**src/icache_pkg.sv**
```systemverilog
//////////////////////////////
// cache geometry is fixed: 8 ways, 128 sets, 16 byte lines
// address fields assume a 32 bit fetch address
//////////////////////////////
package icache_pkg;

    localparam int NUM_WAYS = 8;
    localparam int NUM_SETS = 128;

    // fetch address split
    localparam int TAG_W    = 21;
    localparam int INDEX_W  = 7;
    localparam int OFFSET_W = 4;

    localparam int LINE_W = 128;    // one full line returned per fetch

    typedef logic [LINE_W-1:0]  line_t;
    typedef logic [TAG_W-1:0]   tag_t;
    typedef logic [INDEX_W-1:0] index_t;
    typedef logic [2:0]         way_sel_t;    // binary way number

endpackage

```
**src/way_ram.sv**
```systemverilog
`timescale 1ns/1ns
//////////////////////////////
// behavioural stand-in for one way of SRAM
// read data one cycle after the address, old data on a write
//////////////////////////////
module way_ram import icache_pkg::*; #(
    parameter type entry_t = logic
) (
    input  logic   clk,
    input  index_t addr_i,
    input  logic   we_i,
    input  entry_t wdata_i,
    output entry_t rdata_o
);

    entry_t mem [NUM_SETS];

    always_ff @(posedge clk) begin
        if (we_i) begin
            mem[addr_i] <= wdata_i;
        end
        rdata_o <= mem[addr_i];    // registered read
    end

endmodule

```
**config.mk**
```make
export PLATFORM = sky130hd
export DESIGN_NAME = way_ram
export DESIGN_NICKNAME = d
export VERILOG_FILES = /design/src/icache_pkg.sv /design/src/way_ram.sv
export SDC_FILE = /design/constraint.sdc
export NUM_CORES = 1
export LEC_CHECK = 0
export BUFFER_PORTS_ARGS = -buffer_cell sky130_fd_sc_hd__buf_2
export CELL_PAD_IN_SITES_DETAIL_PLACEMENT = 1
export CELL_PAD_IN_SITES_GLOBAL_PLACEMENT = 2
export CORE_MARGIN = 5
export CORE_UTILIZATION = 40
export CTS_CLUSTER_DIAMETER = 40
export DETAILED_ROUTE_END_ITERATION = 12
export HOLD_SLACK_MARGIN = 0.12
export PLACE_DENSITY = 0.79
export SETUP_SLACK_MARGIN = 0.02
export SYNTH_ARGS = -nofsm -noshare
export SYNTH_HDL_FRONTEND = slang
export SYNTH_SLANG_ARGS = --single-unit
export TNS_END_PERCENT = 5
```
**constraint.sdc**
```tcl
create_clock -name clk -period 2.46 [get_ports clk]
set_input_delay 0.369 -clock clk [delete_from_list [all_inputs] [get_ports clk]]
set_output_delay 0.369 -clock clk [all_outputs]
set_load 0.02 [all_outputs]
```
==> impl_metrics.json, run 1 <==
{
  "vias": 3918,
  "drtAntennaViolNets": 0,
  "grt_usage_pct": 18.5,
  "fp.dieW_um": 131,
  "synth_edf_count": 128,
  "grt_pass1_vias": 4085,
  "ir_drop_uv": 484,
  "start_util_pct": 40.5,
  "worstPathRequired_ns": 2.74,
  "power_uw": 5230,
  "yosysSeqAreaShare_pct": 65.9,
  "dp_hpwl_um": 9510,
  "syn_inst": 464,
  "cp-start-kind": "primary input",
  "status": "complete, no violations",
  "final_common_cell": "nor2_1",
  "drt-total-wl_um": 14800,
  "pwr-share-seq_pct": 46.5,
  "drt_first_pass_iters": 4,
  "maxCapViolCount": 0,
  "syn_nets": 474,
  "met3_length_um": 801,
  "fin_nets": 508,
  "top_layer": "met4",
  "max_freq_ghz": 0.484,
  "grt_start_max_net_pins": 129,
  "p_sw_uw": 1130,
  "cp_data_arrival_time_ns": 2.35,
  "area_growth_pct": 17.3,
  "layout.cells.non_filler": 694,
  "ys_seq_elements": 129,
  "setup_viol": 0,
  "ys.flop_type": "edfxtp_1",
  "worst_pin_slew_ns": 0.545,
  "diodes": 0,
  "cts_hold_buf": 0,
  "clkPwrFrac_pct": 47.4,
  "avgSynthCellArea_um2": 12.6,
  "clock_latency_ns": 0.42,
  "leakagePower_uw": 0.00222,
  "finalCriticalPeriod_ns": 2.07,
  "crit_fanout": 46,
  "fp.coreArea_mm2": 0.0145,
  "cts_resized": 0,
  "placed_cells": 663,
  "yosysWarnings": 0,
  "cts_max_level": 4,
  "rsz0062_at_grt": "no",
  "post_drt_wl_per_cell_um": 21.3,
  "dieArea_mm2": 0.0172,
  "gp_congestion": 0.817,
  "overflow": 0,
  "dieHeight_um": 131,
  "critPathKind": "primary input to flip-flop",
  "powerDensity_mw_per_mm2": 761,
  "period_share_pct": 84.0,
  "end_kind": "flip-flop",
  "rows": 44,
  "drive_gt1_share_pct": 16.7,
  "min_path_type": "primary input to flip-flop",
  "routed_via_density": 5.65,
  "cts_buffers": 17,
  "drv_slew": 0,
  "postCtsSetupBuffers": 0,
  "slew_headroom_pct": 63.2,
  "finClkSkew_ns": 0.00463,
  "holdWs_ns": 0.461,
  "synthesis.area_mm2": 0.00586,
  "cts_root_buffer": "clkbuf_16",
  "drtIter0Drc": 412,
  "layout_common_cells": "133 x nor2_1, 128 x edfxtp_1, 33 x buf_4",
  "final-hold-violation-count": 0,
  "grt_pass1_wl_um": 23100,
  "power_frac_comb_pct": 6.2,
  "clk_pin_slew_ns": 0.05,
  "dr_wl_met2_um": 7220,
  "wl_met1_um": 6430,
  "p_sw_share_pct": 21.6,
  "p_int_uw": 4110,
  "clk_path_buf_depth": 2,
  "numPortBuffers": 10,
  "synth.distinct_cells": 45,
  "antenna_found_initial": 0,
  "fillers": 1510,
  "clock_sinks": 129,
  "async_flop_share_pct": 0,
  "drc": 0,
  "cts_tree": "done",
  "num_io_pins": 11
}
## power by group through the flow
stage | clock network [µW] | logic [µW] | registers, µW
finish | 2480 | 324 | 2430
global route | 2630 | 349 | 2430
CTS | 2520 | 324 | 2430
detailed placement | 0 | 323 | 2480
global placement | 0 | 319 | 2480
floorplan | 0 | 176 | 2480
## final cells by class
| class | count | area (µm²) | share of cell area [%] |
|---|---|---|---|
| sequential | 129 | 3860 | 56.2 |
| multi-input combinational | 300 | 1840 | 26.7 |
| clock buffer | 18 | 429 | 6.24 |
| timing repair buffer | 46 | 358 | 5.20 |
| tap | 184 | 230 | 3.35 |
| clock inverter | 13 | 145 | 2.11 |
| inverter | 4 | 15.0 | 0.218 |
## layer usage
metal	vias up	global-route usage, %
met5	-	0
met1	1995	24.4
met2	102	29.5
li1	1791	-
met4	0	7.68
met3	30	4.50
## worst max-delay path, stage by stage
cell      delay, ns
buf_2          0.26
buf_4          0.21
buf_12         0.24
mux4_2         0.53
o211ai_1       0.18
o31ai_1        0.11
nor4_2         0.31
nand4_1        0.13
## sequential cells by signal (all words and copies together), names as in the netlist
name	flops
mem	128
rdata_o	1
## cell families after synthesis
| logic type | synth area share (%) |
|---|---|
| AO/OA/AOI/OAI | 6.13 |
| buffers and inverters | 2.75 |
| flip-flops | 65.9 |
| multiplexers | 9.26 |
| AND/OR/NAND/NOR | 16.0 |
## synthesized netlist by cell type, drive strengths merged (3+ instances only)
cell | count | area share (%)
a211oi | 3 | 0.38
a21oi | 8 | 0.68
a22o | 3 | 0.45
a22oi | 9 | 1.2
a31oi | 5 | 0.53
buf | 15 | 1.5
clkbuf | 16 | 1.0
edfxtp | 128 | 66
inv | 4 | 0.26
mux2 | 5 | 0.96
mux2i | 16 | 2.7
mux4 | 13 | 5.6
nand2 | 26 | 1.7
nand2b | 4 | 0.43
nand3 | 12 | 1.0
nand3b | 4 | 0.51
nand4 | 7 | 0.75
nor2 | 133 | 8.5
nor2b | 8 | 0.85
nor3 | 9 | 0.77
nor4 | 5 | 0.64
o21ai | 8 | 0.68
## worst paths after layout
kind                                          from  depth (start not counted)  slack [ns]               to
worst max-delay path                     addr_i[0]                          8        0.39  rdata_o$_DFF_P_
worst min-delay path                     addr_i[6]                          5        0.46  rdata_o$_DFF_P_
worst max register to register   mem[53]$_DFFE_PP_                          6        0.45  rdata_o$_DFF_P_
worst min register to register  mem[102]$_DFFE_PP_                          4        0.64  rdata_o$_DFF_P_
## metrics by stage
step	cell area, µm²	worst slack (ns)	TNS, ns	util (%)
6_report	6880	0.394	0	47.5
5_1_grt	6880	0.229	0	47.5
4_1_cts	6880	0.424	0	47.5
3_5_place_dp	6300	-0.0221	-0.0221	43.5
3_3_place_gp	6300	0.00493	0	43.5
2_1_floorplan	5860	0.556	0	-
(Power assumes the default switching activity.)
==> inputs of run 2 (changes only) <==
--- a/config.mk
+++ b/config.mk
@@ -5,15 +5,16 @@
 export SDC_FILE = /design/constraint.sdc
 export NUM_CORES = 1
 export LEC_CHECK = 0
+export ABC_AREA = 1
 export BUFFER_PORTS_ARGS = -buffer_cell sky130_fd_sc_hd__buf_2
 export CELL_PAD_IN_SITES_DETAIL_PLACEMENT = 1
 export CELL_PAD_IN_SITES_GLOBAL_PLACEMENT = 2
 export CORE_MARGIN = 5
-export CORE_UTILIZATION = 40
+export CORE_UTILIZATION = 39
 export CTS_CLUSTER_DIAMETER = 40
 export DETAILED_ROUTE_END_ITERATION = 12
 export HOLD_SLACK_MARGIN = 0.12
-export PLACE_DENSITY = 0.79
+export PLACE_DENSITY = 0.85
 export SETUP_SLACK_MARGIN = 0.02
 export SYNTH_ARGS = -nofsm -noshare
 export SYNTH_HDL_FRONTEND = slang
==> constraint.sdc (replaced) <==
create_clock -name clk -period 2.1 [get_ports clk]
set_input_delay 0.315 -clock clk [delete_from_list [all_inputs] [get_ports clk]]
set_output_delay 0.315 -clock clk [all_outputs]
set_load 0.02 [all_outputs]
==> run 2 against run 1 <==
  * Synthesized area rose by 7.4%
  * Count of clock-buffer cells in the layout up 1
  * Global-route usage is 1.2 points higher
  * Flip-flop and latch count is the same
  * Highest routed layer unchanged
  * Critical path type unchanged
  * Largest power group unchanged
==> impl_metrics.json, run 2 <==
{
  "dieArea_mm2": 0.0188,
  "yosys.area.top_type": "edfxtp_1",
  "cts_hold_buf": 0,
  "synthesis.area_mm2": 0.00629,
  "min-delay-start": "addr_i[6]",
  "critPathLaunch": "addr_i[0]",
  "numPortBuffers": 10,
  "syn_nets": 745,
  "maxCapViolCount": 0,
  "final_common_cell": "nand2_1",
  "clock_sinks": 129,
  "slowest_delay_ns": 0.25,
  "clock_latency_ns": 0.42,
  "crit_family": "simple AND/OR/NAND/NOR gates",
  "ys_top_cells_by_count": "280 x nand2_1, 168 x nor2_1, 128 x edfxtp_1",
  "avgSynthCellArea_um2": 8.56,
  "drt-total-wl_um": 17000,
  "routed_via_density": 4.82,
  "placed_cells": 963,
  "cts_tree": "done",
  "dp_hpwl_um": 11000,
  "cts_max_level": 4,
  "diodes": 0,
  "num_io_pins": 11,
  "synth.most_common_cell": "nand2_1",
  "start_util_pct": 39.6,
  "cts_root_buffer": "clkbuf_16",
  "final-hold-violation-count": 0,
  "fin_nets": 776,
  "synthTopCellsByArea": "edfxtp_1 61%, nand2_1 17%, nor2_1 10%",
  "async_flop_share_pct": 0,
  "min_path_type": "primary input to flip-flop",
  "fp.coreArea_mm2": 0.0159,
  "post_drt_wl_per_cell_um": 17.0,
  "grt_pass1_vias": 5150,
  "cp_slowest_cell": "buf_4",
  "r2r-start": "mem[32]$_DFFE_PP_",
  "largest_register_ffs": 128,
  "syn_inst": 735,
  "gp_congestion": 0.823,
  "max_freq_ghz": 0.696,
  "top_register": "mem",
  "cp-start-kind": "primary input",
  "leakagePower_uw": 0.00303,
  "critPathKind": "primary input to flip-flop",
  "clk_pin_slew_ns": 0.06,
  "drive_gt1_share_pct": 9.88,
  "synth_top_area_share_pct": 61.1,
  "ys.flop_type": "edfxtp_1",
  "end_kind": "flip-flop",
  "crit_path_cell_trace": "buf_2, inv_2, buf_4, nand2_1, nand3_1, nand2_1, nor2_1, nor2_1, nor2_1, nand2_1, nand2_1, nand4_1",
  "drc": 0,
  "drtAntennaViolNets": 0,
  "finalSetupTns_ns": 0,
  "yosysSeqAreaShare_pct": 61.4,
  "cts_resized": 0,
  "drt_first_pass_iters": 4,
  "path_common_cell": "nand2_1",
  "postCtsSetupBuffers": 0,
  "crit_fanout": 12,
  "worst_pin_slew_ns": 0.505,
  "period_share_pct": 68.4,
  "vias": 4794,
  "finalCriticalPeriod_ns": 1.44,
  "finClkSkew_ns": 0.00383,
  "rrSetupSlack_ns": 0.75,
  "slew_headroom_pct": 66.4,
  "synth_edf_count": 128,
  "setup_viol": 0,
  "ys_seq_elements": 129,
  "fp.dieW_um": 137,
  "fillers": 1920,
  "synth.distinct_cells": 20,
  "seqCellArea_mm2": 0.00386,
  "clk_path_buf_depth": 2,
  "worst-path-buf-inv": 3,
  "status": "complete, no violations",
  "cp_data_arrival_time_ns": 1.73,
  "area_growth_pct": 15.7,
  "grt_start_max_net_pins": 129,
  "holdWs_ns": 0.377,
  "rsz0062_at_grt": "no",
  "drtIter0Drc": 301,
  "overflow": 0,
  "reg.largest.list": "mem x128, rdata_o x1",
  "worstPathRequired_ns": 2.39,
  "fin_util_pct": 45.8,
  "grt_usage_pct": 19.7,
  "yosysWarnings": 0,
  "multi_input_area_mm2": 0.00192,
  "rows": 46,
  "cts_buffers": 17,
  "antenna_found_initial": 0,
  "layout.cells.non_filler": 995,
  "layout_common_cells": "280 x nand2_1, 168 x nor2_1, 128 x edfxtp_1",
  "grt_pass1_wl_um": 27600,
  "dieHeight_um": 137,
  "drv_slew": 0,
  "ir_drop_uv": 420,
  "dp_slack_ns": 0.221,
  "finalWorstSetupSlack_ns": 0.664,
  "powerDensity_mw_per_mm2": 848
}
[run 2: cell types whose count changed after synthesis, sizes merged, moves of 12 or more]
cell / change
clkbuf: -12
nor2: +38
nand2: +254
mux2i: -16
inv: +82
nand3: +20
mux4: -13
[run 2: area by class of cell]
cell class / instances / share of cell area (%)
sequential: 129 / 53.1
multi-input combinational: 492 / 26.4
clock buffer: 19 / 5.95
timing repair buffer: 40 / 4.47
inverter: 86 / 4.43
tap: 216 / 3.71
clock inverter: 13 / 1.98
[run 2: cell families (layout without fill, tap and decap cells)]
logic type / after synthesis / count (layout) / synth area share [%]
flops: 129 / 129 / 61.4
simple gates: 490 / 490 / 30.4
compound gates: 2 / 2 / 0.159
buf+inv: 114 / 158 / 8.09
[run 2: worst register-to-register path, delay by kind of cell, from the launching register on]
kind	cells	cell delay, ns
flip-flops	1	0.36
AND/OR/NAND/NOR	9	0.86
[run 2: worst paths after layout]
kind         cells past startpoint         endpoint
max                             12  rdata_o$_DFF_P_
min                              4  rdata_o$_DFF_P_
max reg2reg                      9  rdata_o$_DFF_P_
min reg2reg                      8  rdata_o$_DFF_P_
[run 2: power by group]
part / leakage, µW / internal, µW / switching, µW / total (µW)
Combinational: 0.00159 / 115 / 303 / 418
Clock: 0.000283 / 1840 / 1060 / 2910
Sequential: 0.00116 / 2840 / 5.52 / 2850
[run 2: per-stage QoR]
| step | power [µW] | area, µm² |
|---|---|---|
| floorplan | 3140 | 6290 |
| global placement | 3310 | 6700 |
| detailed placement | 3320 | 6700 |
| CTS | 6220 | 7280 |
| global route | 6410 | 7280 |
| finish | 6170 | 7280 |
[run 2: metal layers]
metal	vias up	global-route usage [%]	wire (µm)
met5	-	0	0
met4	0	7.82	428
met3	27	3.31	613
met2	90	32.9	8200
met1	2342	25.6	7710
li1	2335	-	-
==> inputs of run 3 (changes only) <==
--- a/config.mk
+++ b/config.mk
@@ -5,16 +5,16 @@
 export SDC_FILE = /design/constraint.sdc
 export NUM_CORES = 1
 export LEC_CHECK = 0
-export ABC_AREA = 1
+export ABC_AREA = 0
 export BUFFER_PORTS_ARGS = -buffer_cell sky130_fd_sc_hd__buf_2
 export CELL_PAD_IN_SITES_DETAIL_PLACEMENT = 1
 export CELL_PAD_IN_SITES_GLOBAL_PLACEMENT = 2
 export CORE_MARGIN = 5
-export CORE_UTILIZATION = 39
+export CORE_UTILIZATION = 40
 export CTS_CLUSTER_DIAMETER = 40
 export DETAILED_ROUTE_END_ITERATION = 12
 export HOLD_SLACK_MARGIN = 0.12
-export PLACE_DENSITY = 0.85
+export PLACE_DENSITY = 0.79
 export SETUP_SLACK_MARGIN = 0.02
 export SYNTH_ARGS = -nofsm -noshare
 export SYNTH_HDL_FRONTEND = slang
==> constraint.sdc (replaced) <==
create_clock -name clk -period 1.45 [get_ports clk]
set_input_delay 0.2175 -clock clk [delete_from_list [all_inputs] [get_ports clk]]
set_output_delay 0.2175 -clock clk [all_outputs]
set_load 0.02 [all_outputs]
==> run 3 against run 2 <==
  * The run now ends with negative setup slack left
  * Flip-flop and latch count is the same
  * Setup slack got worse by 1.0 ns
  * Cell count decreased by 26%
  * Critical path depth decreased by 6
  * Non-clock buffer count up 50
  * Critical path type is now flip-flop to flip-flop
  * Highest routed layer unchanged
==> impl_metrics.json, run 3 (synthesized netlist as in run 1, its figures left out) <==
{
  "critPathKind": "flip-flop to flip-flop",
  "grt_start_max_net_pins": 129,
  "vias": 4058,
  "finalWorstSetupSlack_ns": -0.383,
  "cts_root_buffer": "clkbuf_16",
  "clk_pin_slew_ns": 0.06,
  "dp_hpwl_um": 10300,
  "cts_max_level": 4,
  "fp.coreArea_mm2": 0.0145,
  "finClkSkew_ns": 0.00881,
  "fp.dieW_um": 131,
  "drv_slew": 0,
  "clock_sinks": 129,
  "placed_area_mm2": 0.00672,
  "maxCapViolCount": 0,
  "postCtsSetupBuffers": 0,
  "worst_pin_slew_ns": 0.596,
  "diodes": 0,
  "period_share_pct": 126,
  "routed_via_density": 5.51,
  "drt_first_pass_iters": 4,
  "drtIter0Drc": 363,
  "drtAntennaViolNets": 0,
  "finalCriticalPeriod_ns": 1.83,
  "num_io_pins": 11,
  "top_register": "mem",
  "dieArea_mm2": 0.0172,
  "finalInstanceArea_mm2": 0.00728,
  "overflow": 0,
  "fin_nets": 552,
  "numPortBuffers": 10,
  "layout_common_cells": "128 x nor2_1, 128 x edfxtp_1, 71 x buf_4",
  "cts_buffers": 17,
  "grt_pass1_vias": 4359,
  "r2r-start": "mem[67]$_DFFE_PP_",
  "rr_endpoint": "rdata_o$_DFF_P_",
  "hold-path-cell-count": 2,
  "grt_usage_pct": 20.2,
  "worstPathRequired_ns": 1.73,
  "drive_gt1_share_pct": 24.8,
  "clock_latency_ns": 0.42,
  "gp_congestion": 0.793,
  "drc": 0,
  "reg.largest.list": "mem x128, rdata_o x1",
  "cts_tree": "done",
  "post_drt_wl_per_cell_um": 21.9,
  "crit_fanout": 1,
  "rows": 44,
  "rsz0062_at_grt": "yes",
  "ir_drop_uv": 821,
  "worstHoldEndpoint": "mem[49]$_DFFE_PP_",
  "end_kind": "flip-flop",
  "cp-start-kind": "flip-flop",
  "clk_path_buf_depth": 2,
  "grt_pass1_wl_um": 25000,
  "max_freq_ghz": 0.545,
  "area_growth_pct": 24.2,
  "antenna_found_initial": 0,
  "min-delay-start": "wdata_i",
  "dieHeight_um": 131,
  "min_path_type": "primary input to flip-flop",
  "drt-total-wl_um": 16200,
  "finalSetupTns_ns": -0.383,
  "largest_register_ffs": 128,
  "reg2regPathDepth": 6,
  "final-hold-violation-count": 0,
  "dp_slack_ns": -0.650,
  "status": "finished with violations",
  "setup_viol": 1,
  "cp_data_arrival_time_ns": 2.12,
  "powerDensity_mw_per_mm2": 1200,
  "slew_headroom_pct": 60.1,
  "violations": "negative setup slack",
  "start_util_pct": 40.5,
  "leakagePower_uw": 0.00244,
  "cts_hold_buf": 0,
  "rrSetupSlack_ns": -0.38
}
==> run 3: changes by cell type in the layout (fill, tap and decap cells not counted), sizes merged, moves of 6 or more <==
cell | previous run | this run
nor3 | 2 | 9
nand2 | 280 | 26
mux4 | 0 | 13
buf | 40 | 89
inv | 86 | 4
nand4 | 1 | 7
a22oi | 0 | 9
nand3 | 32 | 12
nor2 | 171 | 133
mux2i | 0 | 16
a21oi | 0 | 8
o21ai | 2 | 8
nor2b | 0 | 8
==> run 3: routing by layer <==
| layer | global-route usage [%] | vias up | routed length (µm) | share of wire [%] |
|---|---|---|---|---|
| li1 | - | 1872 | - | - |
| met1 | 25.6 | 2080 | 7090 | 44 |
| met2 | 33.6 | 76 | 8020 | 50 |
| met3 | 4.46 | 30 | 588 | 3.6 |
| met4 | 8.29 | 0 | 447 | 2.8 |
| met5 | 0 | - | 0 | 0 |
==> run 3: worst max-delay path, cell delays in order, from the launching register on <==
cell and delay, ns:
edfxtp_1 0.37, mux4_2 0.52, nor4_4 0.20, or4_4 0.20, a211oi_2 0.03, nor4_1 0.26
nand4_1 0.11
==> run 3: how the worst max path moves through the flow <==
| stage | to | slack [ns] | startpoint | cells after the start |
|---|---|---|---|---|
| 6_report | rdata_o$_DFF_P_ | -0.38 | mem[67]$_DFFE_PP_ | 6 |
| 5_1_grt | rdata_o$_DFF_P_ | -0.45 | mem[66]$_DFFE_PP_ | 6 |
| 4_1_cts | rdata_o$_DFF_P_ | -0.36 | mem[80]$_DFFE_PP_ | 6 |
| 3_5_place_dp | rdata_o$_DFF_P_ | -0.65 | addr_i[0] | 8 |
| 3_3_place_gp | rdata_o$_DFF_P_ | -0.69 | addr_i[0] | 8 |
| 2_1_floorplan | rdata_o$_DFF_P_ | -0.23 | addr_i[0] | 7 |
==> run 3: cell type report <==
class | count | area (µm²)
well taps | 184 | 230
fillers | 1513 | 7200
inverters | 4 | 15.0
clock inverters | 8 | 90.1
multi-input cells | 300 | 1870
repair buffers | 90 | 766
flip-flops and latches | 129 | 3860
clock buffers | 22 | 444
==> run 3: what timing repair did <==
item | in CTS | in global routing
gates cloned | 0 | 0
gates resized for setup | 8 | 2
setup endpoints to repair | 28 | 41
endpoints found under the hold margin | 0 | 0
pin swaps | 4 | 1
==> run 3: where the power goes <==
group	total [µW]	switching, µW	leakage (µW)	internal [µW]
clock network	3970	1490	0.000259	2480
registers	4130	8.27	0.00116	4120
logic	672	399	0.00102	272
==> run 3: metrics by stage <==
step           power [µW]  util (%)  hold WS, ns  cells
6_report             8770      50.3        0.375    737
5_1_grt              9090      50.3        0.393    737
4_1_cts              8830      50.2        0.388    737
3_5_place_dp         4860      46.4        0.702    707
3_3_place_gp         4840      46.4        0.702    707
2_1_floorplan        4530         -        0.316    464
